File: config.mk
export PLATFORM = sky130hd
export DESIGN_NAME = rv_memory
export DESIGN_NICKNAME = d
export VERILOG_FILES = /design/src/rv_pkg.sv /design/src/rv_memory.sv
export VERILOG_INCLUDE_DIRS = /design/src /design/src/src
export SDC_FILE = /design/constraint.sdc
export NUM_CORES = 1
export LEC_CHECK = 0
export ABC_AREA = 1
export BUFFER_PORTS_ARGS = -buffer_cell sky130_fd_sc_hd__buf_4
export CORE_MARGIN = 4
export CORE_UTILIZATION = 40
export DETAILED_ROUTE_END_ITERATION = 10
export PLACE_DENSITY = 0.77
export SLEW_MARGIN = 20
export SYNTH_ARGS = -nofsm -noshare
export SYNTH_HDL_FRONTEND = slang
export SYNTH_SLANG_ARGS = --single-unit
export TNS_END_PERCENT = 20
File: constraint.sdc
create_clock -name i_clk -period 3.72 [get_ports i_clk]
set_input_delay 1.116 -clock i_clk [delete_from_list [all_inputs] [get_ports i_clk]]
set_output_delay 1.116 -clock i_clk [all_outputs]
set_load 0.03 [all_outputs]
File: src/rv_consts.svh
`ifndef RV_CONSTS_SVH
`define RV_CONSTS_SVH

// data word width
`define RV_XLEN         32

// register file address width
`define RV_REG_AW       5

// data RAM depth in words
`define RV_RAM_WORDS    256
`define RV_RAM_AW       $clog2(`RV_RAM_WORDS)

`endif

File: src/rv_pkg.sv
`default_nettype none

`include "rv_consts.svh"

package rv_pkg;

    // one-hot result source
    typedef struct packed {
        logic alu;
        logic memory;
        logic pc_next;
    } res_src_t;

    // funct3 encodings for load/store width
    typedef enum logic [2:0] {
        LS_B  = 3'b000,
        LS_H  = 3'b001,
        LS_W  = 3'b010,
        LS_BU = 3'b100,
        LS_HU = 3'b101
    } ls_width_t;

    typedef struct packed {
        logic [`RV_XLEN-1:0]   alu_result;     // also load/store address
        logic [`RV_XLEN-1:0]   store_data;
        ls_width_t             funct3;
        res_src_t              res_src;
        logic                  mem_write;
        logic                  reg_write;
        logic [`RV_REG_AW-1:0] rd;
    } ex_mem_t;

    typedef struct packed {
        logic [`RV_XLEN-1:0]   alu_result;
        ls_width_t             funct3;
        res_src_t              res_src;
        logic                  reg_write;
        logic [`RV_REG_AW-1:0] rd;
    } mem_wb_t;

    typedef struct packed {
        logic [`RV_RAM_AW-1:0] addr;           // word address
        logic [`RV_XLEN-1:0]   wdata;
        logic [3:0]            be;
        logic                  write;
    } ram_req_t;

    typedef struct packed {
        logic [`RV_XLEN-1:0]   data;
        logic [`RV_REG_AW-1:0] rd;
        logic                  write;
    } wb_t;

endpackage

`default_nettype wire

File: src/rv_memory.sv
`timescale 1ns/1ps
`default_nettype none

`include "rv_consts.svh"

module rv_memory
(
    input  wire                   i_clk,
    input  wire                   i_reset,
    input  wire                   i_flush,
    input  wire rv_pkg::ex_mem_t  i_op,
    output rv_pkg::ram_req_t      o_ram_req,
    output rv_pkg::mem_wb_t       o_wb_op
);

    import rv_pkg::*;

    ex_mem_t             op_q;
    logic [`RV_XLEN-1:0] lane_data;
    logic [3:0]          lanes;
    logic                aligned;
    logic                write;

    // payload captured every edge and flags cleared on reset or flush
    always_ff @(posedge i_clk)
    begin
        op_q <= i_op;
        if (i_reset || i_flush)
        begin
            op_q.res_src   <= '0;
            op_q.mem_write <= 1'b0;
            op_q.reg_write <= 1'b0;
        end
    end

    always_comb
    begin
        case (op_q.funct3)
        LS_B:
        begin
            lane_data = {4{op_q.store_data[7:0]}};
            lanes     = 4'b0001 << op_q.alu_result[1:0];
            aligned   = 1'b1;
        end
        LS_H:
        begin
            lane_data = {2{op_q.store_data[15:0]}};
            lanes     = op_q.alu_result[1] ? 4'b1100 : 4'b0011;
            aligned   = !op_q.alu_result[0];
        end
        LS_W:
        begin
            lane_data = op_q.store_data;
            lanes     = 4'b1111;
            aligned   = op_q.alu_result[1:0] == 2'b00;
        end
        default:
        begin
            lane_data = op_q.store_data;    // no store of this width
            lanes     = 4'b0000;
            aligned   = 1'b1;
        end
        endcase
    end

    // a flush at this edge also kills the RAM write
    assign write = op_q.mem_write && !i_flush;

    always_comb
    begin
        o_ram_req.addr  = op_q.alu_result[2 +: `RV_RAM_AW];
        o_ram_req.wdata = lane_data;
        o_ram_req.be    = write ? lanes : 4'b0000;
        o_ram_req.write = write;
    end

    assign o_wb_op = '{
        alu_result: op_q.alu_result,
        funct3:     op_q.funct3,
        res_src:    op_q.res_src,
        reg_write:  op_q.reg_write,
        rd:         op_q.rd
    };

    a_store_aligned: assert property (@(posedge i_clk) disable iff (i_reset)
        op_q.mem_write |-> aligned);

    a_res_src_onehot: assert property (@(posedge i_clk) disable iff (i_reset)
        $onehot0(op_q.res_src));

endmodule

`default_nettype wire

# After elaboration in Yosys (flattened, before gate mapping)
# Cells that the tools add are included.
[classes]
n_eq_ne = 2
n_shift = 1
muxes = 4
reduce_logical = 4
[op_table]
columns = ["op", "count"]
rows = [
  ["case mux 32 bit (2 select lines)", 1],
  ["case mux 4 bit (3 select lines)", 1],
  ["2-to-1 mux 4 bit", 2],
  ["left shift 1 x 2 -> 4 bit (first input constant)", 1],
  ["== test 3 x 1 -> 1 bit (second input constant)", 1],
  ["== test 3 x 2 -> 1 bit (second input constant)", 1],
  ["logical NOT 3 bit", 1],
  ["logical AND 1 bit", 1],
  ["logical NOT 1 bit", 1],
  ["logical OR 1 bit", 1],
]
[word_totals]
reg_bits = 77
in_bits = 80
out_inout_bits = 89
wordCells = 20

# Logic depth before layout (Yosys ltp)
[logic_depth]
ltp_word = 3
ltp_mapped = 6
depth_no_buf = 6

# Worst setup path after synthesis
# Ideal clock, no wire load.
[synth_timing]
kind = "input -> output"
from = "in i_flush"
to = "out o_ram_req[2] (netlist bit)"
arrival_ps = 1637
required_time_ps = 2604
setup_slack_ps = 967
stages = 3
path_cell_list = "inv_1 nand2_1 nor2_1"
[synth_rtl]
columns = ["item", "line_no", "rtl"]
rows = [
  ["from (decl)", "rv_memory.sv:10", "input wire i_flush,"],
  ["to (decl)", "rv_memory.sv:12", "output rv_pkg::ram_req_t o_ram_req,"],
]

==> flow_metrics.tcl <==
set metrics [dict create \
    clock-sinks 77 \
    maxCapViolCount 0 \
    totalWireLength_um 6120 \
    start_util_pct 42.0 \
    grt_pass1_wl_um 8670 \
    holdBufCountCts 0 \
    crit_fanout 3 \
    fin_tns_setup_ns 0 \
    tightest_slew_ns 0.393 \
    worst_setup_hold_path_clk_slew_ns 0.09 \
    cts_tree "built" \
    antennaDiodeCount 0 \
    fin_crit_sh_pct 75.9 \
    multi_input_area_sq_um 447 \
    rows 28 \
    fmax_mhz 354 \
    critPathLaunchType "primary input" \
    synth_cell_types 14 \
    cp_cell_sequence "buf_4, inv_1, nand2_1, inv_1, nand2_1, inv_1, buf_4" \
    path_class "in -> out" \
    cts_buffers 9 \
    drv_slew 0 \
    drive_gt1_share_pct 51.2 \
    synth-seq-cells 77 \
    die_area_sq_mm 0.00770 \
    worstSetupEndpointType "primary output" \
    worst_hold_path_type "in -> reg" \
    vias 1917 \
    syn_avg_cell_area_sq_um 9.82 \
    drt_first_pass_iters 5 \
    syn_area_sq_mm 0.00254 \
    htreeDepth 3 \
    die_y_um 87.7 \
    fillers 533 \
    pin_count 169 \
    dp_hpwl_um 4830 \
    areaGrowthSynthToFinish_pct 42.0 \
    syn_nets 339 \
    ff_latch_area_sq_mm 0.00154 \
    drc 0 \
    min_path_cells 1 \
    hold_violations 0 \
    yosys_warnings 0 \
    utilization_pct 59.6 \
    first_iter_violations 30 \
    holdCritStartpoint "i_op[75]" \
    min_to "o_wb_op[42]" \
    die-width_um 87.7 \
    power_density_mw_per_mm2 509 \
    grtUsageTotal_pct 15.3 \
    min_period_ns 2.82 \
    grt_max_degree 21 \
    post_cts_resized 0 \
    antenna_found_initial 0 \
    fin_nets 454 \
    syn_inst 259 \
    portBuffers 168 \
    core_sq_mm 0.00606 \
    gr-total-overflow 0 \
    drtAntennaViolNets 0 \
    worst_path_max_delay_cell "buf_4" \
    viasPerCell 4.22 \
    cp_common_cell "inv_1" \
    leakagePower_nw 1.93 \
    grt_pass1_vias 1890 \
    slowest_delay_ns 0.15 \
    seq_area_frac_synth_pct 60.6 \
    root_buffer "clkbuf_8" \
    gp_congestion 0.800 \
    rsz0062_at_grt "no" \
    cts.path.max_buffers 2 \
    routedWlPerCell_um 13.5 \
    critPathRequiredTime_ns 2.60 \
    outcome "finished clean" \
    max_slew_margin_pct 73.8 \
    post_cts_buffers 0 \
    setup_viol 0 \
    cp.arrival_ns 1.71 \
    peakVddDrop_v 0.000315 \
]
cell usage after synthesis (all sizes together):
library cell	count	area (sq um)
or2	1	6.26
nand2	67	259
dfxtp	77	1540
nor2	15	73.8
inv	17	63.8
o21ai	2	17.5
o211ai	4	30.0
buf	64	492
nand3	12	60.1
where the power goes:
part | switching, mW | internal (mW)
clock | 0.317 | 0.320
combinational | 0.177 | 0.135
sequential | 0.0204 | 0.868
total | 0.514 | 1.32
kinds of logic (layout without fill, tap and decap cells):
kind of cell	after synthesis	count (layout)	share of synthesized area, %
buffers and inverters	81	201	21.8
DFF	77	77	60.6
and+or+nand+nor	95	95	15.7
AOI/OAI and AO/OA	6	6	1.87
worst max-delay path, delay by kind of cell:
family | cells | cell delay [ns]
buffers and inverters | 5 | 0.46
AND/OR/NAND/NOR | 2 | 0.13
cells in the final DEF (no fill, tap or decap):
| master | n |
|---|---|
| clkbuf_8 | 9 |
| clkinv_4 | 2 |
| nand2_4 | 1 |
| nand2_1 | 66 |
| o211ai_1 | 4 |
| buf_4 | 168 |
| inv_6 | 2 |
| o21ai_2 | 2 |
| nor2_4 | 2 |
| nand3_1 | 12 |
| nor2_1 | 12 |
| inv_8 | 1 |
| inv_1 | 14 |
| or2_2 | 1 |
| inv_2 | 3 |
| dfxtp_1 | 77 |
| nor2_2 | 1 |
| clkinv_2 | 1 |
| bufinv_16 | 1 |
cell type report:
class / instances / share of cell area [%]
clock buffer: 9 / 3.43
inverter: 17 / 1.77
tap: 75 / 2.60
timing repair buffer: 168 / 34.9
clock inverter: 7 / 2.25
sequential: 77 / 42.7
multi-input combinational: 101 / 12.4
flip-flops by register name, indices dropped and copies added (netlist names):
signal     count
o_wb_op       36
op_q          33
o_ram_req      8
per-stage QoR:
stage / instances / setup WS, ns / power, mW / hold slack [ns] / cell area (sq um)
floorplan: 259 / 0.967 / 1.11 / 1.14 / 2540
global placement: 438 / 0.945 / 1.22 / 1.22 / 3410
detailed placement: 438 / 0.901 / 1.22 / 1.22 / 3410
CTS: 454 / 0.881 / 1.86 / 0.847 / 3610
global route: 454 / 0.787 / 1.92 / 0.825 / 3610
finish: 454 / 0.897 / 1.84 / 0.864 / 3610
metal layers:
layer,up-vias,wire (um),track usage [%],part of all wire (%)
li1,958,-,-,-
met1,863,1990,13.8,32
met2,92,3370,28.1,55
met3,4,715,9.31,12
met4,0,42,5.02,0.69
met5,-,0,0,0
worst max-delay path by stage:
stage / slack [ns] / to / startpoint / depth (start not counted)
6_report: 0.90 / o_ram_req[1] / i_flush / 7
5_1_grt: 0.79 / o_ram_req[16] / o_wb_op[10] / 6
4_1_cts: 0.88 / o_ram_req[17] / o_wb_op[9] / 5
3_5_place_dp: 0.90 / o_ram_req[1] / i_flush / 7
3_3_place_gp: 0.94 / o_ram_req[1] / i_flush / 7
2_1_floorplan: 0.97 / o_ram_req[2] / i_flush / 3
(Power assumes the default switching activity.)
