### src/rv_consts.svh
`ifndef RV_CONSTS_SVH
`define RV_CONSTS_SVH

// data word width
`define RV_XLEN         32

// register file address width
`define RV_REG_AW       5

// data RAM depth in words
`define RV_RAM_WORDS    256
`define RV_RAM_AW       $clog2(`RV_RAM_WORDS)

`endif

### src/rv_pkg.sv
`default_nettype none

`include "rv_consts.svh"

package rv_pkg;

    // one-hot result source
    typedef struct packed {
        logic alu;
        logic memory;
        logic pc_next;
    } res_src_t;

    // funct3 encodings for load/store width
    typedef enum logic [2:0] {
        LS_B  = 3'b000,
        LS_H  = 3'b001,
        LS_W  = 3'b010,
        LS_BU = 3'b100,
        LS_HU = 3'b101
    } ls_width_t;

    typedef struct packed {
        logic [`RV_XLEN-1:0]   alu_result;     // also load/store address
        logic [`RV_XLEN-1:0]   store_data;
        ls_width_t             funct3;
        res_src_t              res_src;
        logic                  mem_write;
        logic                  reg_write;
        logic [`RV_REG_AW-1:0] rd;
    } ex_mem_t;

    typedef struct packed {
        logic [`RV_XLEN-1:0]   alu_result;
        ls_width_t             funct3;
        res_src_t              res_src;
        logic                  reg_write;
        logic [`RV_REG_AW-1:0] rd;
    } mem_wb_t;

    typedef struct packed {
        logic [`RV_RAM_AW-1:0] addr;           // word address
        logic [`RV_XLEN-1:0]   wdata;
        logic [3:0]            be;
        logic                  write;
    } ram_req_t;

    typedef struct packed {
        logic [`RV_XLEN-1:0]   data;
        logic [`RV_REG_AW-1:0] rd;
        logic                  write;
    } wb_t;

endpackage

`default_nettype wire

### src/rv_write.sv
`timescale 1ns/1ps
`default_nettype none

`include "rv_consts.svh"

module rv_write
(
    input  wire                   i_clk,
    input  wire                   i_flush,
    input  wire rv_pkg::mem_wb_t  i_op,
    input  wire [`RV_XLEN-1:0]    i_data,
    output rv_pkg::wb_t           o_wb
);

    import rv_pkg::*;

    mem_wb_t             op_q;
    logic [7:0]          ld_byte;
    logic [15:0]         ld_half;
    logic [`RV_XLEN-1:0] ld_value;
    logic [`RV_XLEN-1:0] wb_data;

    // flush cancels the operation being captured
    always_ff @(posedge i_clk)
    begin
        op_q <= i_op;
        if (i_flush)
        begin
            op_q.res_src   <= '0;
            op_q.reg_write <= 1'b0;
        end
    end

    always_comb
    begin
        case (op_q.alu_result[1:0])
        2'b00  : ld_byte = i_data[ 0 +: 8];
        2'b01  : ld_byte = i_data[ 8 +: 8];
        2'b10  : ld_byte = i_data[16 +: 8];
        default: ld_byte = i_data[24 +: 8];
        endcase
    end

    assign ld_half = op_q.alu_result[1] ? i_data[16 +: 16] : i_data[0 +: 16];

    always_comb
    begin
        case (op_q.funct3)
        LS_B   : ld_value = {{24{ld_byte[7]}}, ld_byte};
        LS_H   : ld_value = {{16{ld_half[15]}}, ld_half};
        LS_W   : ld_value = i_data;
        LS_BU  : ld_value = {24'd0, ld_byte};
        LS_HU  : ld_value = {16'd0, ld_half};
        default: ld_value = '0;
        endcase
    end

    // pc_next goes the same way as alu
    always_comb
    begin
        if (op_q.res_src.memory)
        begin
            wb_data = ld_value;
        end
        else
        begin
            wb_data = op_q.alu_result;
        end
    end

    assign o_wb = '{
        data:  wb_data,
        rd:    op_q.rd,
        write: op_q.reg_write
    };

    // selector stays one-hot once it has left reset
    a_res_src_onehot: assert property (@(posedge i_clk)
        !$isunknown(op_q.res_src) |-> $onehot0(op_q.res_src));

endmodule

`default_nettype wire

### config.mk
export PLATFORM = sky130hd
export DESIGN_NAME = rv_write
export DESIGN_NICKNAME = d
export VERILOG_FILES = /design/src/rv_pkg.sv /design/src/rv_write.sv
export VERILOG_INCLUDE_DIRS = /design/src /design/src/src
export SDC_FILE = /design/constraint.sdc
export NUM_CORES = 1
export LEC_CHECK = 0
export BUFFER_PORTS_ARGS = -buffer_cell sky130_fd_sc_hd__buf_2
export CAP_MARGIN = 0
export CORE_MARGIN = 2
export CORE_UTILIZATION = 31
export CTS_CLUSTER_DIAMETER = 80
export DETAILED_ROUTE_END_ITERATION = 10
export HOLD_SLACK_MARGIN = 0.02
export PLACE_DENSITY_LB_ADDON = 0.1
export SETUP_SLACK_MARGIN = 0.15
export SLEW_MARGIN = 25
export SYNTH_ARGS = -nofsm -noshare
export SYNTH_HDL_FRONTEND = slang
export SYNTH_SLANG_ARGS = --single-unit
### constraint.sdc
create_clock -name i_clk -period 2.3 [get_ports i_clk]
set_clock_uncertainty 0.05 [all_clocks]
set_input_delay 0.345 -clock i_clk [delete_from_list [all_inputs] [get_ports i_clk]]
set_output_delay 0.345 -clock i_clk [all_outputs]
set_load 0.01 [all_outputs]
# --- Word level (Yosys, flattened, before mapping) ---
# Index checks and enable logic that the tools add are counted.
totals:
  ff_bits: 42
  wordCells: 17
  in_bits: 78
  output_inout_bits: 38
classes:
  reduce_logical: 2
  n_eq_ne: 6
  n_mux: 4
op_table:
  columns: ["op", "count"]
  rows:
  - ["$pmux 32 s5", 1]
  - ["$mux 32", 1]
  - ["$pmux 8 s3", 1]
  - ["$mux 16", 1]
  - ["$eq 3x3->1 const B", 2]
  - ["$eq 3x1->1 const B", 1]
  - ["$eq 3x2->1 const B", 1]
  - ["$logic_not 3->1", 1]
  - ["$eq 2x1->1 const B", 1]
  - ["$eq 2x2->1 const B", 1]
  - ["$logic_not 2->1", 1]

# --- Logic depth before layout (Yosys ltp) ---
depth:
  word_depth: 4
  depth_mapped: 7
  mapped_depth_nobuf: 4

# --- Worst setup path before layout ---
# No wires, ideal clock.
synth_path:
  kind: "register to output"
  start: "register op_q[13] (netlist bit)"
  end: "output o_wb[14] (netlist bit)"
  path_buffers: 2
  path_stages_with_launch: 7
  required_ns: 1.905
  setup_slack_ns: 0.306
  t_arrival_ns: 1.599
  path_cell_list: "dfxtp_1 > buf_6 > mux4_2 > and3b_1 > buf_2 > a221oi_1 > o22ai_1"
synth_rtl:
  columns: ["item", "line_no", "rtl"]
  rows:
  - ["start, declared", "rv_write.sv:17", "mem_wb_t op_q;"]
  - ["start signal, assigned", "rv_write.sv:26", "op_q <= i_op;"]
  - ["end, declared", "rv_write.sv:12", "output rv_pkg::wb_t o_wb"]

==> impl_metrics.tcl <==
set metrics [dict create \
    place.gp.congestion 0.8632 \
    critPathKind "reg2out" \
    wl_per_cell_um 14.40 \
    cp_max_fo 8 \
    cp.arrival_ps 2000 \
    synth_area_leaders "dfxtp_1 (46%), nor2b_1 (9.2%), nand2_1 (6.3%)" \
    clkSlewWorstSetupHoldPaths_ps 80 \
    hold_end "op_q[40]$_DFF_P_" \
    finalWorstSetupSlack_ps -92.98 \
    yosys_warnings 0 \
    clk_path_buf_depth 2 \
    dp_hpwl_mm 4.236 \
    die_w_um 81.16 \
    via_per_inst 4.778 \
    final_area_um2 2761 \
    cts-root-buf "clkbuf_8" \
    core_area_um2 5851 \
    ir_drop_mv 0.2956 \
    hold_path_depth 1 \
    dr.pass1.iters 4 \
    drc_errors 0 \
    syn_avg_cell_area_um2 8.873 \
    final_util 0.4720 \
    tightest_slew_ps 495.2 \
    antenna_found_initial 0 \
    startpoint_type "flip-flop" \
    slew_headroom 0.6699 \
    instances_no_fill 396 \
    clkSinkCount 42 \
    yosysTopAreaCell "dfxtp_1" \
    drive_above_1_share 0.5109 \
    drtIter0Drc 53 \
    leakagePower_uw 0.001364 \
    p_per_area_nw_per_um2 622.8 \
    setup_viol 8 \
    finalHoldViolations 0 \
    htreeDepth 2 \
    worstHoldStart "i_op[40]" \
    yosysMostFrequentCell "dfxtp_1" \
    critPathRequiredTime_ps 1900 \
    synth_edf_count 0 \
    via_count 1892 \
    grt_pass1_vias 1723 \
    yosys_most_used_dff "dfxtp_1" \
    maxCapViolations 0 \
    synth_cells 208 \
    grt-ovfl-total 0 \
    grt_max_degree 38 \
    area_growth_pct 49.63 \
    place_inst 384 \
    grt_pass1_wl_mm 8.355 \
    fin_crit_sh 1.040 \
    layout_min_cycle_time_ps 2393 \
    rsz0062_at_grt "yes" \
    violations "negative setup slack" \
    nFillCells 585 \
    hold_class "in2reg" \
    diodes 0 \
    max_freq_ghz 0.4179 \
    post_cts_hold_buffer_count 0 \
    netlist.area_leader.share 0.4556 \
    place_area_um2 2476 \
    slew_viol_final 0 \
    status "finished, violations left" \
    syn-num-nets 286 \
    antenna_left 0 \
    grt.total_usage 0.1697 \
    cts_tree "done" \
    netlist_area_um2 1846 \
    die_h_um 81.16 \
    yosysUniqueCellTypes 30 \
    seq_area_frac_synth 0.4556 \
    fp.dieArea_um2 6586 \
    endpoint_kind "output pin" \
    routed_wl_mm 5.701 \
    ys_async_sr_fraction 0 \
    fin_nets 398 \
    cts_made_buffers 5 \
    io_buffers 113 \
    synth_commonest_cells "dfxtp_1 (42), nand2_1 (31), nor2b_1 (27)" \
    ios 116 \
    hold_ws_ps 95.06 \
    ys_ff_latch 42 \
    initial_core_util 0.3154 \
    num_rows 28 \
]
[layout make-up]
class                           count  area (um^2)  share of cell area
Clock buffer                        6        72.57             0.02628
Sequential cell                    42        850.8              0.3081
Clock inverter                      2        37.54             0.01359
Timing Repair Buffer              127        699.4              0.2533
Tap cell                           75        93.84             0.03398
Inverter                           10        37.54             0.01359
Multi-Input combinational cell    134        969.7              0.3512
[state kept, by name, summed over array words and instances, names as in the netlist]
name  flops
op_q     36
o_wb      6
[power by group]
group	internal [uW]	switching [uW]	leakage [uW]
Sequential	765	15.5	0.000355
Clock	324	260	0.0000514
Combinational	177	178	0.000958
[worst max-delay path, stage by stage (launching register included)]
cell	delay, ps
dfxtp_2	350
mux4_2	510
and3b_2	320
a221oi_2	270
o22ai_1	100
buf_2	150
[metal layers]
metal  global-route usage  vias up  share of wire
met1               0.2280      841           0.46
met3              0.04889       10          0.081
met2               0.2579       83           0.45
met4              0.06271        0          0.016
met5                    0        -              0
li1                     -      958              -
[kinds of logic after synthesis]
kind of cell | after synthesis | synth area share
DFF | 42 | 0.4556
AOI/OAI and AO/OA | 61 | 0.2414
buffers and inverters | 32 | 0.08339
muxes | 5 | 0.03525
and+or+nand+nor | 68 | 0.1844
[metrics by stage]
step | setup slack (ps) | setup TNS, ps | total power (uW)
floorplan | 306.2 | 0 | 965.9
global placement | -0.6357 | -0.6357 | 1118
detailed placement | 14.16 | 0 | 1120
CTS | -59.77 | -396.3 | 1726
global route | -202.1 | -2378 | 1824
finish | -92.98 | -373.0 | 1720
[repair_timing]
item,CTS,global route
gates resized for setup,16,17
pin swaps,0,0
buffers inserted,1,3
endpoints found under the setup margin,32,32
[worst max-delay path by stage]
stage | slack [ps] | to | cells after the start | from
global route | -200 | o_wb[21] | 5 | op_q[13]$_DFF_P_
floorplan | 310 | o_wb[14] | 6 | op_q[13]$_DFF_P_
detailed placement | 10 | o_wb[6] | 5 | op_q[10]$_DFF_P_
finish | -90 | o_wb[21] | 5 | op_q[13]$_DFF_P_
CTS | -60 | o_wb[19] | 5 | op_q[13]$_DFF_P_
global placement | -0.6 | o_wb[6] | 5 | op_q[10]$_DFF_P_
[cell usage in the layout (no fill, tap or decap)]
cell type / count
a21oi_1: 16
a21oi_2: 1
a221o_1: 7
a221oi_2: 14
a22o_1: 1
a22oi_1: 1
a31oi_1: 6
a32oi_1: 2
and2_1: 1
and3_2: 1
and3b_2: 1
buf_12: 2
buf_2: 113
buf_4: 11
buf_6: 1
bufinv_16: 1
clkbuf_1: 1
clkbuf_8: 5
clkinvlp_4: 1
dfxtp_1: 38
dfxtp_2: 2
dfxtp_4: 2
inv_1: 10
mux2_2: 2
mux2i_1: 2
mux4_2: 1
nand2_1: 31
nand2b_4: 1
nor2_1: 3
nor2_2: 1
nor2b_1: 25
nor2b_2: 1
nor2b_4: 1
nor3_1: 1
nor3b_4: 1
o2111ai_2: 1
o21ai_0: 3
o22ai_1: 8
o32a_1: 1
No activity file was read; power rests on OpenSTA's default activity.
