===== src/rv_consts.svh =====
`ifndef RV_CONSTS_SVH
`define RV_CONSTS_SVH

// data word width
`define RV_XLEN         32

// register file address width
`define RV_REG_AW       5

// data RAM depth in words
`define RV_RAM_WORDS    256
`define RV_RAM_AW       $clog2(`RV_RAM_WORDS)

`endif


===== src/rv_pkg.sv =====
`default_nettype none

`include "rv_consts.svh"

package rv_pkg;

    // one-hot result source
    typedef struct packed {
        logic alu;
        logic memory;
        logic pc_next;
    } res_src_t;

    // funct3 encodings for load/store width
    typedef enum logic [2:0] {
        LS_B  = 3'b000,
        LS_H  = 3'b001,
        LS_W  = 3'b010,
        LS_BU = 3'b100,
        LS_HU = 3'b101
    } ls_width_t;

    typedef struct packed {
        logic [`RV_XLEN-1:0]   alu_result;     // also load/store address
        logic [`RV_XLEN-1:0]   store_data;
        ls_width_t             funct3;
        res_src_t              res_src;
        logic                  mem_write;
        logic                  reg_write;
        logic [`RV_REG_AW-1:0] rd;
    } ex_mem_t;

    typedef struct packed {
        logic [`RV_XLEN-1:0]   alu_result;
        ls_width_t             funct3;
        res_src_t              res_src;
        logic                  reg_write;
        logic [`RV_REG_AW-1:0] rd;
    } mem_wb_t;

    typedef struct packed {
        logic [`RV_RAM_AW-1:0] addr;           // word address
        logic [`RV_XLEN-1:0]   wdata;
        logic [3:0]            be;
        logic                  write;
    } ram_req_t;

    typedef struct packed {
        logic [`RV_XLEN-1:0]   data;
        logic [`RV_REG_AW-1:0] rd;
        logic                  write;
    } wb_t;

endpackage

`default_nettype wire


===== src/rv_regfile.sv =====
`timescale 1ns/1ps
`default_nettype none

`include "rv_consts.svh"

module rv_regfile
(
    input  wire                  i_clk,
    input  wire                  i_reset,
    input  wire rv_pkg::wb_t     i_wb,
    input  wire [`RV_REG_AW-1:0] i_rs_addr,
    output logic [`RV_XLEN-1:0]  o_rs_data
);

    logic [`RV_XLEN-1:0] regs [1 << `RV_REG_AW];

    always_ff @(posedge i_clk)
    begin
        if (i_reset)
        begin
            for (int i = 0; i < (1 << `RV_REG_AW); i++)
            begin
                regs[i] <= '0;
            end
        end
        else if (i_wb.write && (i_wb.rd != '0))    // x0 never written
        begin
            regs[i_wb.rd] <= i_wb.data;
        end
    end

    // async read without bypass of a same-cycle write
    always_comb
    begin
        if (i_rs_addr == '0)
        begin
            o_rs_data = '0;
        end
        else
        begin
            o_rs_data = regs[i_rs_addr];
        end
    end

endmodule

`default_nettype wire


===== config.mk =====
export PLATFORM = sky130hd
export DESIGN_NAME = rv_regfile
export DESIGN_NICKNAME = d
export VERILOG_FILES = /design/src/rv_pkg.sv /design/src/rv_regfile.sv
export VERILOG_INCLUDE_DIRS = /design/src /design/src/src
export SDC_FILE = /design/constraint.sdc
export NUM_CORES = 1
export LEC_CHECK = 0
export BUFFER_PORTS_ARGS = -buffer_cell sky130_fd_sc_hd__buf_2
export CAP_MARGIN = 40
export CORE_ASPECT_RATIO = 1.75
export CORE_MARGIN = 2
export CORE_UTILIZATION = 30
export DETAILED_ROUTE_END_ITERATION = 6
export SKIP_CTS_REPAIR_TIMING = 1
export SLEW_MARGIN = 20
export SYNTH_ARGS = -nofsm -noshare
export SYNTH_HDL_FRONTEND = slang
export SYNTH_SLANG_ARGS = --single-unit
export TNS_END_PERCENT = 20

===== constraint.sdc =====
create_clock -name i_clk -period 3.5 [get_ports i_clk]
set_clock_uncertainty 0.15 [all_clocks]
set_input_delay 0.7 -clock i_clk [delete_from_list [all_inputs] [get_ports i_clk]]
set_output_delay 0.7 -clock i_clk [all_outputs]
set_load 0.01 [all_outputs]

After elaboration in Yosys (flattened, before gate mapping). Memories as Yosys holds them, arrays and structs flattened. Cells that the tools add are included.

Bits in registers: 0. Memory bits (writable): 1024. Input port bits: 45. Output and inout bits: 32. Word-level logic and storage cells: 14. Memories: 1.

Multiplexer cells: 9. Reduce and logical (&&, ||, !) cells: 4.

Memories: regs (words 32, width 32, rd ports 1, clocked after memory_dff 0, wr ports 32, line rv_regfile.sv:15) `` logic [`RV_XLEN-1:0] regs [1 << `RV_REG_AW]; ``.

Operator list (count): $mux W32 (2); $reduce_or A32 Y1 (1); $mux W1 (6); $logic_not A5 Y1 (1); $mux W5 (1); $reduce_bool A5 Y1 (1); $logic_and A1 B1 Y1 (1).

Depth between registers and ports, before layout. Gate-level depths: netlist of the first run.

Word-level depth: 7. Depth in mapped cells: 7.

Worst setup path after synthesis of the first run. OpenSTA, ideal clock, no wires.

Kind: input to output. From: in i_rs_addr[2]. To: out o_rs_data[18]. Arrival: 2.032 ns. Required time: 2.650 ns. Setup slack: 0.618 ns. Cell stages on the path: 7. Cell sequence: buf_4 > buf_6 > buf_4 > mux2i_1 > a221oi_1 > o21ai_1 > a311oi_1.

Word-level cells in the longest chain between the ends: 2. Elaborated cells on any way between the ends: 3. Those cells by class: mux: 1; reduce/logical: 1; memory: 1.

RTL lines: start, declared (line rv_regfile.sv:11) `` input wire [`RV_REG_AW-1:0] i_rs_addr, ``; $mem_v2 Z32 W32 or $logic_not A5 Y1 (tied branches); $mux W32 * (line rv_regfile.sv:35) `if (i_rs_addr == '0)`; end, declared (line rv_regfile.sv:12) `` output logic [`RV_XLEN-1:0] o_rs_data ``.

Mark *: on every way between the ends. The rest lies on a longest branch, timed or not.

Worst setup path in the final report of the first run.
From: in i_rs_addr[2]. To: out o_rs_data[27].

The elaborated chain is that of the path after synthesis.

==> metrics, run 1 <==
status finished, violations left; violated checks setup timing; Vias/cell 4.93; Placer Congestion 0.786; CTS max path bufs 3; final cell count without fillers 5,183; Hold Startpoint i_wb[28]; grt ovf 0; Req. time, crit path 2.65 ns; CTS H-tree depth 3; synth unique cells 34; Setup Viol. Count Final 5; initial antenna violation count 5; hold slack slightly above 0.5 ns; Mapped Cells 2,951; Sw Share 22.7%; initial detailed-routing violation count approximately 1,700; worst setup margin -0.0885 ns; core area 154,000 um^2; hold crit path type input port to flop; clk root buf clkbuf_16; clock share of power 36.6%; hold path cells 2; Final period util 103%; biggest regs regs: 1024 flops; MaxCap Viol Count 0; first-pass GRT wire length 191,000 um; WHS Endpoint regs[11][22]; # rows between 150 and 200; Final Hold Violating Endpoints 0; largest reg by FF count regs; Initial Utilization 30.1%; CP arrival 2.74 ns; clock slew at reported path FFs approximately 0.07 ns; Int Pwr between 20 and 25 mW; placed cell area roughly 51,000 um^2; most frequent cells in the layout edfxtp_1 (1,024), and2_1 (993), mux4_2 (224); DP HPWL slightly below 90,000 um; die footprint 158,000 um^2; critical path startpoint category input port; clock net sink count 1,024; CTS Buf Count 83; final antenna-violating net count 0; CTS tree done; switching power total around 6 mW; Total GRT Usage between 10% and 20%; CP Class input port to output pin; Final Critical Period 3.59 ns; Seq/Total Area, Yosys 66.2%; Comb pwr share 9.0%; max_slew headroom 44.1%; Syn Std Cell Area 46,400 um^2; DRT Wirelength 133,000 um; Max Slew Vio Count 0; PortBufs 76; Worst VDD drop 0.316 mV; worst-margin pin slew 0.836 ns; Leak Pwr 18.4 nW; #FFs+latches synth 1,024; vias in the first global route 27,000; design area 53,600 um^2; placed instance count 5,030; Critical Path Fanout Max 25; Synth warnings 0; # DRC 0; largest net degree at the start of global routing 51; mean post-synth cell area about 16 um^2; Die Span Y approximately 520 um; WL/cell between 20 and 30 um; RSZ-0062 raised after global routing true; Syn-to-layout area delta 15.5%; via count around 26,000; Flop pwr share a little over half; Max Freq 279 MHz; dpl ws -0.444 ns; power per cell area between 400 and 500 nW/um^2; drt pass-1 iters 5; max reg flops 1,024; die width 301 um; Setup crit end kind output pin; most common cell after layout, fill and taps aside edfxtp_1; Core Util, Final between 30% and 40%; layout cell share with drive strength beyond 1 between 20 and 30%; fin nets roughly 3,100; Ports 77
through the flow:
| stage | power, mW | setup TNS (ns) |
|---|---|---|
| final | 26.3 | -0.227 |
| after global routing | 27.0 | -1.02 |
| after CTS | 26.5 | -2.01 |
| after detailed placement | 16.9 | -1.93 |
| after global placement | 16.9 | -2.11 |
| after floorplan | 15.8 | 0 |
cells in the mapped netlist, drive strengths merged:
| cell | number | area share [%] |
|---|---|---|
| or3b | 2 | 0.038 |
| nand3 | 1 | 0.011 |
| or4 | 1 | 0.024 |
| nor3b | 1 | 0.016 |
| conb | 1 | 0.0081 |
| mux4 | 224 | 11 |
| mux2i | 64 | 1.4 |
| nand2b | 2 | 0.027 |
| nand3b | 3 | 0.049 |
| nand4b | 1 | 0.019 |
| edfxtp | 1024 | 66 |
| o21ai | 55 | 0.59 |
| mux2 | 32 | 0.78 |
| nor2 | 35 | 0.29 |
| clkbuf | 219 | 1.8 |
| a221oi | 23 | 0.43 |
| nor2b | 34 | 0.47 |
| a211oi | 32 | 0.52 |
| inv | 1 | 0.0081 |
| o2111ai | 9 | 0.17 |
| nand4bb | 1 | 0.024 |
| a22oi | 32 | 0.52 |
| or2 | 32 | 0.43 |
| nand2 | 20 | 0.16 |
| and2 | 993 | 13 |
| buf | 76 | 1.2 |
| a311oi | 32 | 0.60 |
| or3 | 1 | 0.013 |
how the worst max path moves through the flow:
stage | slack [ns] | cells past startpoint | startpoint | to
5_1_grt | -0.12 | 9 | i_rs_addr[4] | o_rs_data[2]
2_1_floorplan | 0.62 | 7 | i_rs_addr[2] | o_rs_data[18]
3_3_place_gp | -0.44 | 8 | i_rs_addr[0] | o_rs_data[2]
3_5_place_dp | -0.44 | 8 | i_rs_addr[0] | o_rs_data[2]
4_1_cts | -0.46 | 8 | i_rs_addr[0] | o_rs_data[2]
6_report | -0.09 | 9 | i_rs_addr[2] | o_rs_data[27]
area by class of cell:
| class | instances | area, um^2 |
|---|---|---|
| Antenna cell | 2 | 5.00 |
| Clock buffer | 96 | 2210 |
| Clock inverter | 55 | 499 |
| Fill cell | 14600 | 101000 |
| Inverter | 1 | 5.00 |
| Multi-Input combinational cell | 1662 | 14700 |
| Sequential cell | 1024 | 30700 |
| Tap cell | 2026 | 2530 |
| Timing Repair Buffer | 317 | 2940 |
per-layer routing:
layer	routed length [um]	global-route usage (%)	vias up	share of wire, %
li1	-	-	11100	-
met1	49500	19.0	13500	37
met2	73100	31.6	745	55
met3	6240	2.17	225	4.7
met4	4250	6.14	6	3.2
met5	28	0	-	0.021
power groups by stage:
| stage | registers, mW | logic (mW) | clock network [mW] |
|---|---|---|---|
| after CTS | 14.3 | 2.37 | 9.81 |
| after global routing | 14.4 | 2.49 | 10.2 |
| final | 14.3 | 2.37 | 9.63 |
| after global placement | 14.6 | 2.35 | 0 |
| after detailed placement | 14.6 | 2.36 | 0 |
| after floorplan | 14.5 | 1.29 | 0 |
worst max-delay path, stage by stage:
cell	delay [ns]
buf_8	0.18
buf_12	0.26
mux2i_1	0.11
a221oi_1	0.44
buf_4	0.20
o21ai_1	0.06
a311oi_1	0.47
buf_4	0.19
buf_2	0.12
cells by family after synthesis:
logic type | count (synthesis) | share of synthesized area [%]
buffers and inverters | 296 | 2.94
other | 1 | 0.00808
muxes | 320 | 13.0
and+or+nand+nor | 1127 | 15.0
DFF | 1024 | 66.2
AOI/OAI and AO/OA | 183 | 2.84
(Power assumes the default switching activity.)
==> run 2, diff against run 1 <==
--- a/config.mk
+++ b/config.mk
@@ -6,12 +6,14 @@
 export SDC_FILE = /design/constraint.sdc
 export NUM_CORES = 1
 export LEC_CHECK = 0
+export ABC_CLOCK_PERIOD_IN_PS = 3500
 export BUFFER_PORTS_ARGS = -buffer_cell sky130_fd_sc_hd__buf_2
 export CAP_MARGIN = 40
 export CORE_ASPECT_RATIO = 1.75
 export CORE_MARGIN = 2
-export CORE_UTILIZATION = 30
+export CORE_UTILIZATION = 68
 export DETAILED_ROUTE_END_ITERATION = 6
+export PLACE_DENSITY = 0.85
 export SKIP_CTS_REPAIR_TIMING = 1
 export SLEW_MARGIN = 20
 export SYNTH_ARGS = -nofsm -noshare
==> run 2 against run 1 <==
The run still ends with setup timing left. Sequential share of layout area grew 1.8 points. Clock power shrank 1%. Via count grew 6.1%. Critical endpoint unchanged. Critical path type unchanged. Maximum frequency shrank 0.17%. Global-route usage grew 17 points. Die area shrank 55%. Total power shrank 0.62%.
==> metrics, run 2 (synthesis results as in run 1) <==
CP delay by family, top buffers and inverters; MaxCap Viol Count 0; first-pass GRT wire length roughly 170,000 um; clk root buf clkbuf_16; FILL cells 3,558; clock net sink count 1,024; critical path startpoint category input port; clock slew at reported path FFs 0.07 ns; Placer Congestion 0.907; DRT Wirelength 120,000 um; Most common cell on crit path buf_4; violated checks setup timing; Max Slew Vio Count 0; WP buf/inv 6; max_slew headroom between 30% and 40%; placed instance count 3,848; worst-margin pin slew 0.936 ns; CTS H-tree depth 3; final cell count without fillers 4,009; Final Hold Violating Endpoints 0; most frequent cells in the layout edfxtp_1 (1,024), and2_1 (993), mux4_2 (224); Vias/cell 6.76; die width 202 um; CP max-delay cell a311oi_1; PortBufs 76; Hold Startpoint i_reset; power per cell area 503 nW/um^2; multi-input logic area 14,800 um^2; most common cell after layout, fill and taps aside edfxtp_1; Setup Viol. Count Final 13; biggest regs regs: 1024 flops; hold crit path type input port to flop; Req. time, crit path 2.65 ns; layout cell share with drive strength beyond 1 24.4%; core area between 60,000 and 70,000 um^2; grt ovf 0; via count 27,100; Initial Utilization between 60 and 70%; CTS max path bufs 3; max reg flops 1,024; largest reg by FF count regs; Setup crit end kind output pin; Critical Path Max Stage Delay 0.57 ns; Storage cell area 30,700 um^2; Max Freq 278 MHz; drt pass-1 iters 7; initial detailed-routing violation count around 3,100; hold slack 0.487 ns; Total GRT Usage about 34%; die footprint 70,500 um^2; # rows between 100 and 150; worst setup margin -0.0947 ns; DP HPWL 74,400 um; Die Span Y 350 um; WL/cell 29.9 um; CTS Buf Count 85; CP arrival 2.74 ns; vias in the first global route ~28,000; largest net degree at the start of global routing 51; crit path cell chain buf_4 > buf_4 > buf_4 > nor2b_2 > buf_12 > a22oi_1 > buf_4 > a311oi_1 > buf_2; CTS tree done; Worst VDD drop roughly 0.4 mV; Critical Path Fanout Max 23; initial antenna violation count 7; Syn-to-layout area delta 11.9%; # DRC 0; fin nets 3,086; Final Critical Period around 3.6 ns; RSZ-0062 raised after global routing true; CP Class input port to output pin; status finished, violations left; Ports 77; Leak Pwr 18.2 nW; Worst Setup SP i_rs_addr[0]; final antenna-violating net count 0; Final period util 103%
[run 2: cell types whose count changed in the layout (fill, tap and decap cells not counted), moves of 5 or more]
cell | previous run | this run
a211oi_1 | 25 | 15
o21ai_1 | 54 | 46
o21ai_4 | 0 | 5
buf_4 | 185 | 137
buf_16 | 2 | 8
a211oi_2 | 7 | 17
buf_12 | 54 | 43
[run 2: path summary, 6_finish.rpt]
| kind | slack, ns | depth (start not counted) | to |
|---|---|---|---|
| min | 0.49 | 2 | regs[0][10] |
| max | -0.09 | 9 | o_rs_data[27] |
[run 2: cell type report]
class,instances,share of cell area (%)
tap,896,2.16
clock buffer,99,4.32
antenna,6,0.0289
inverter,1,0.00723
multi-input combinational,1663,28.4
sequential,1024,59.2
clock inverter,54,0.978
timing repair buffer,266,4.88
[run 2: through the flow]
step	power [mW]	setup slack [ns]	util, %	setup TNS, ns	instance area [um^2]
CTS	26.0	-0.244	76.5	-1.08	51600
global route	26.7	-0.104	77.0	-0.676	51900
floorplan	15.8	0.618	-	0	46500
global placement	16.6	-0.138	72.1	-0.602	48700
detailed placement	16.7	-0.179	72.4	-0.731	48900
finish	26.1	-0.0947	77.0	-0.397	51900
[run 2: power by group]
part	switching [mW]	internal, mW	total (mW)
Clock	4.31	5.21	9.53
Sequential	0.216	14.1	14.4
Combinational	1.32	0.937	2.26
[run 2: layer usage]
metal	global-route usage, %	routed length (um)	vias to the layer above
met5	0	8	-
met4	18.4	5740	2
met3	5.35	12300	400
met2	59.8	63700	2010
met1	40.6	38000	13700
li1	-	-	11000
